File: src/hdl/fetchPkg.sv
package fetchPkg;

  // ----------------------------------------------------------------------
  // Datapath widths
  // ----------------------------------------------------------------------
  localparam int PcWidth     = 32;                     // Byte address
  localparam int InstWidth   = 32;                     // One instruction word
  localparam int FetchWidth  = 4;                      // Slots per fetch group
  localparam int BundleWidth = FetchWidth * InstWidth; // 128-bit group
  localparam int GroupBytes  = 16;                     // Byte stride of a group
  localparam int OffsetWidth = $clog2(GroupBytes);     // Byte offset inside a group
  localparam int SlotWidth   = $clog2(FetchWidth);     // Slot number inside a group

  // ----------------------------------------------------------------------
  // Table geometry
  // ----------------------------------------------------------------------
  localparam int CacheLines    = 16;                   // One group per line
  localparam int CacheIdxWidth = $clog2(CacheLines);   // Group bits 7..4
  localparam int CacheTagWidth = PcWidth - CacheIdxWidth - OffsetWidth;
  localparam int BtbEntries    = 64;                   // Word bits 7..2
  localparam int BtbIdxWidth   = $clog2(BtbEntries);
  localparam int BtbTagWidth   = PcWidth - BtbIdxWidth - 2;
  localparam int BpEntries     = 256;                  // Word bits 9..2
  localparam int BpIdxWidth    = $clog2(BpEntries);
  localparam int RasDepth      = 8;
  localparam int RasPtrWidth   = $clog2(RasDepth);

  // Control-transfer types in the retire-side CTI queue encoding
  typedef enum logic [1:0] {
    BrReturn = 2'd0,
    BrCall   = 2'd1,
    BrJump   = 2'd2,
    BrCond   = 2'd3
  } brType_e;

endpackage

File: src/hdl/fetchStage2.sv
`timescale 1ns/1ps

module fetchStage2 (
  input  logic                             clk,
  input  logic                             reset,
  input  logic                             stall_i,
  input  logic                             valid_i,
  input  logic [fetchPkg::PcWidth-1:0]     pc_i,
  input  logic [fetchPkg::BundleWidth-1:0] bundle_i,
  input  logic [fetchPkg::FetchWidth-1:0]  slotValid_i,
  input  logic [fetchPkg::PcWidth-1:0]     predNextPc_i,
  output logic                             fetchValid_o,
  output logic [fetchPkg::PcWidth-1:0]     fetchPc_o,
  output logic [fetchPkg::BundleWidth-1:0] bundle_o,
  output logic [fetchPkg::FetchWidth-1:0]  slotValid_o,
  output logic [fetchPkg::PcWidth-1:0]     predNextPc_o
);

  always_ff @(posedge clk) begin
    if (reset) begin
      fetchValid_o <= 1'b0;
    end else if (!stall_i) begin
      fetchValid_o <= valid_i;                                 // Bubble on miss or recovery
    end
  end

  // Payload follows the valid bit and freezes with it
  always_ff @(posedge clk) begin
    if (!stall_i) begin
      fetchPc_o    <= pc_i;
      bundle_o     <= bundle_i;
      slotValid_o  <= slotValid_i;
      predNextPc_o <= predNextPc_i;
    end
  end

endmodule

File: config.mk
export PLATFORM = sky130hd
export DESIGN_NAME = fetchStage2
export DESIGN_NICKNAME = d
export VERILOG_FILES = /design/src/hdl/fetchPkg.sv /design/src/hdl/fetchStage2.sv
export SDC_FILE = /design/constraint.sdc
export NUM_CORES = 1
export LEC_CHECK = 0
export ABC_AREA = 1
export BUFFER_PORTS_ARGS = -buffer_cell sky130_fd_sc_hd__buf_2
export CAP_MARGIN = 10
export CELL_PAD_IN_SITES_DETAIL_PLACEMENT = 1
export CELL_PAD_IN_SITES_GLOBAL_PLACEMENT = 1
export CORE_AREA = 2 2 154 156
export CTS_CLUSTER_SIZE = 30
export DETAILED_ROUTE_END_ITERATION = 7
export DIE_AREA = 0 0 156 158
export PLACE_DENSITY = 0.76
export SKIP_LAST_GASP = 1
export SYNTH_ARGS = -nofsm -noshare
export SYNTH_HDL_FRONTEND = slang
export SYNTH_SLANG_ARGS = --single-unit
File: constraint.sdc
create_clock -name clk -period 6.8 [get_ports clk]
set_input_delay 0.68 -clock clk [delete_from_list [all_inputs] [get_ports clk]]
set_output_delay 0.68 -clock clk [all_outputs]
set_load 0.03 [all_outputs]
# --- After elaboration in Yosys (flattened, before gate mapping) ---
# Index checks and enable logic that the tools add are counted.
word_totals:
  reg_bits: 197
  input_bits: 200
  elab_cells: 5

# --- Logic depth before layout (Yosys ltp) ---
depth:
  depth_word: 0
  mapped_depth: 4
  depth_no_buf: 4

# --- Least setup slack after synthesis ---
# OpenSTA, ideal clock, no wires.
synth_timing:
  path_type: "input to register"
  start: "input stall_i"
  end: "register bundle_o[0] in the netlist's numbering (enable)"
  setup_time_ps: 547
  arrival_time_ps: 4458
  required_ps: 6253
  path_slack_ps: 1795
  path_stages: 1
  path_cell_list: "inv_1"
synth_rtl:
  columns: ["item", "line", "rtl"]
  rows:
  - ["start: declaration", "fetchStage2.sv:6", "input logic stall_i,"]
  - ["end signal: assignment", "fetchStage2.sv:31", "bundle_o <= bundle_i;"]
  - ["end: declaration", "fetchStage2.sv:14", "output logic [fetchPkg::BundleWidth-1:0] bundle_o,"]
# No word-level cell between the ends.

# --- Final worst setup path ---
layout_timing:
  start: "input stall_i"
  end: "register bundle_o[41] in the netlist's numbering (enable)"
# No word-level cell between the ends.

==> impl_metrics.yaml <==
setup_path:
  crit_path_start_kind: "input port"
  cp_cell_sequence: "buf_2 > inv_8 > buf_4"
  cp_slowest_cell: "buf_4"
  cp.required_ns: 6.84
  max_stage_delay_ns: 0.81
  cpLargestDelayFamily: "buffers and inverters"
  critPathBufInv: 3
  cp-end-kind: "flip-flop"
  cp_max_fo: 128
  crit_arrival_ns: 2.31
  worstSetupPathType: "input port to flip-flop"
detailed_routing:
  drc: 0
  vias: 3658
  drtAntennaViolNets: 0
  dr.pass1.iters: 4
  routed_wl_um: 16760
  vias_per_cell: 3.955
  wl_per_cell_um: 18.12
  first_iter_violations: 147
cells_and_area:
  fin_util_pct: 38.41
  drive_gt1_share_pct: 67.83
  nNetsFinal: 820
  synthToLayoutAreaGrowth_pct: 49.19
  nFillCells: 2397
  most-common-layout-cells: "buf_2 (396), edfxtp_1 (196), clkbuf_16 (17)"
  final_common_cell: "buf_2"
  regArea_sq_mm: 0.005906
  multiInputGateArea_sq_um: 17.52
clock_network:
  cts_tree: "built"
  htree_levels: 4
  postCtsHoldBufs: 0
  clk_latency_ns: 0.42
  cts_buffers: 17
  cts-root-buf: "clkbuf_16"
  path_clk_slew_ns: 0.08
  cts_resized: 0
  cts.sinks: 197
  clk_path_buf_depth: 2
  cts_setup_buffers: 0
floorplanning:
  initial_core_util_pct: 25.74
  die_x_um: 156
  die-area_sq_mm: 0.02465
  ioPinCount: 397
  rows: 56
  core_sq_mm: 0.02305
  die_y_um: 158
outcome:
  status: "finished clean"
timing:
  fmax_mhz: 441.0
  tns_ns: 0
  min_period_over_period_pct: 33.34
  period_minus_slack_ns: 2.267
  slew-limit-headroom_pct: 39.78
  drv_slew: 0
  clock_skew_ns: 0
  finalHoldViolCount: 0
  finalSetupViolations: 0
  rsz0062_at_grt: "false"
  tightest_slew_ns: 0.9033
  whs_ns: 0.4221
min_path:
  hold_class: "input port to flip-flop"
power:
  p_seq_share_pct: 52.5
  p_per_area_mw_per_mm2: 315.0
  cellLeakagePower_uw: 0.003784
  power.total_uw: 2789
  p_switching_uw: 765.8
  pwr-share-comb_pct: 13.5
  peakVddDrop_mv: 0.1355
  p_int_uw: 2023
  switching_share_pct: 27.46
  pwr-share-clk_pct: 34.1
global_routing:
  grt_use_met1_pct: 13.69
  grt_use_total_pct: 12.92
  antenna_found_initial: 8
  grt_max_degree: 129
  met3_usage_pct: 7.391
  grt_pass1_vias: 3815
  grt_pass1_wl_um: 22850
  grt_remaining_overflow: 0
  grt-busiest-layer: "met2"
  grt_use_met2_pct: 21.79
placement:
  gp_congestion: 0.7270
  portBuffers: 396
  dpl.hpwl_um: 12930
synth:
  synth_nets: 404
  synth_seq_cells: 197
  syn-cell-area_sq_mm: 0.005934
  syn_area_per_cell_sq_um: 29.09
  synthesis.instances: 204
  synth_sequential_area_ratio_pct: 99.52
  yosys.cell_types.count: 6
  yosysWarnings: 0
flow_run:
  max-cap-violations: 0
## power by group through the flow
stage,Clock (uW),Combinational (uW),Sequential [uW]
6_report,950,375,1460
4_1_cts,985,380,1470
2_1_floorplan,0,16.8,1700
3_3_place_gp,0,373,1490
3_5_place_dp,0,380,1490
5_1_grt,1030,394,1470
## synth_stat cells
cell | number | area, sq um
edfxtp_1 | 196 | 5886
inv_1 | 3 | 11.26
dfxtp_1 | 1 | 20.02
nand2_1 | 2 | 7.510
nor2_2 | 1 | 6.260
nor2_1 | 1 | 3.750
## flip-flops by register name, summed over array words and instances, names as in the netlist
register      flops
bundle_o        128
fetchPc_o        32
fetchValid_o      1
predNextPc_o     32
slotValid_o       4
## routing by layer
metal | vias to the layer above | wire length (um)
li1 | 1662 | -
met1 | 1740 | 5952
met2 | 230 | 8482
met3 | 20 | 2084
met4 | 6 | 196
met5 | - | 41
## logic make-up (layout without fill, tap and decap cells)
| kind of cell | after synthesis | in the layout | share of synthesized area (%) |
|---|---|---|---|
| flops | 197 | 197 | 99.52 |
| other cells | 0 | 4 | 0 |
| simple gates | 4 | 4 | 0.2952 |
| buf+inv | 3 | 430 | 0.1897 |
## path summary, 6_finish.rpt
kind / from / to / slack, ns / cells after the start
setup / recovery: stall_i / bundle_o[41] / 4.53 / 3
hold / removal: pc_i[25] / fetchPc_o[25] / 0.42 / 1
setup reg to reg: fetchValid_o / fetchValid_o / 6.19 / 4
hold reg to reg: fetchValid_o / fetchValid_o / 0.54 / 4
## cell type report
class                   count  share of cell area, %
repair buffers            397                  22.47
clock inverters            13                  1.399
multi-input cells           4                 0.1979
inverters                   3                 0.2120
clock buffers              17                  4.805
well taps                 290                  4.098
flip-flops and latches    197                  66.70
diodes                      4                 0.1131
## metrics by stage
step | std cells | area, sq um | worst slack (ns)
6_report | 925 | 8853 | 4.533
5_1_grt | 923 | 8848 | 4.427
4_1_cts | 921 | 8843 | 4.506
3_5_place_dp | 891 | 8294 | 4.048
3_3_place_gp | 891 | 8294 | 4.158
2_1_floorplan | 204 | 5934 | 1.795
(Power assumes the default switching activity.)
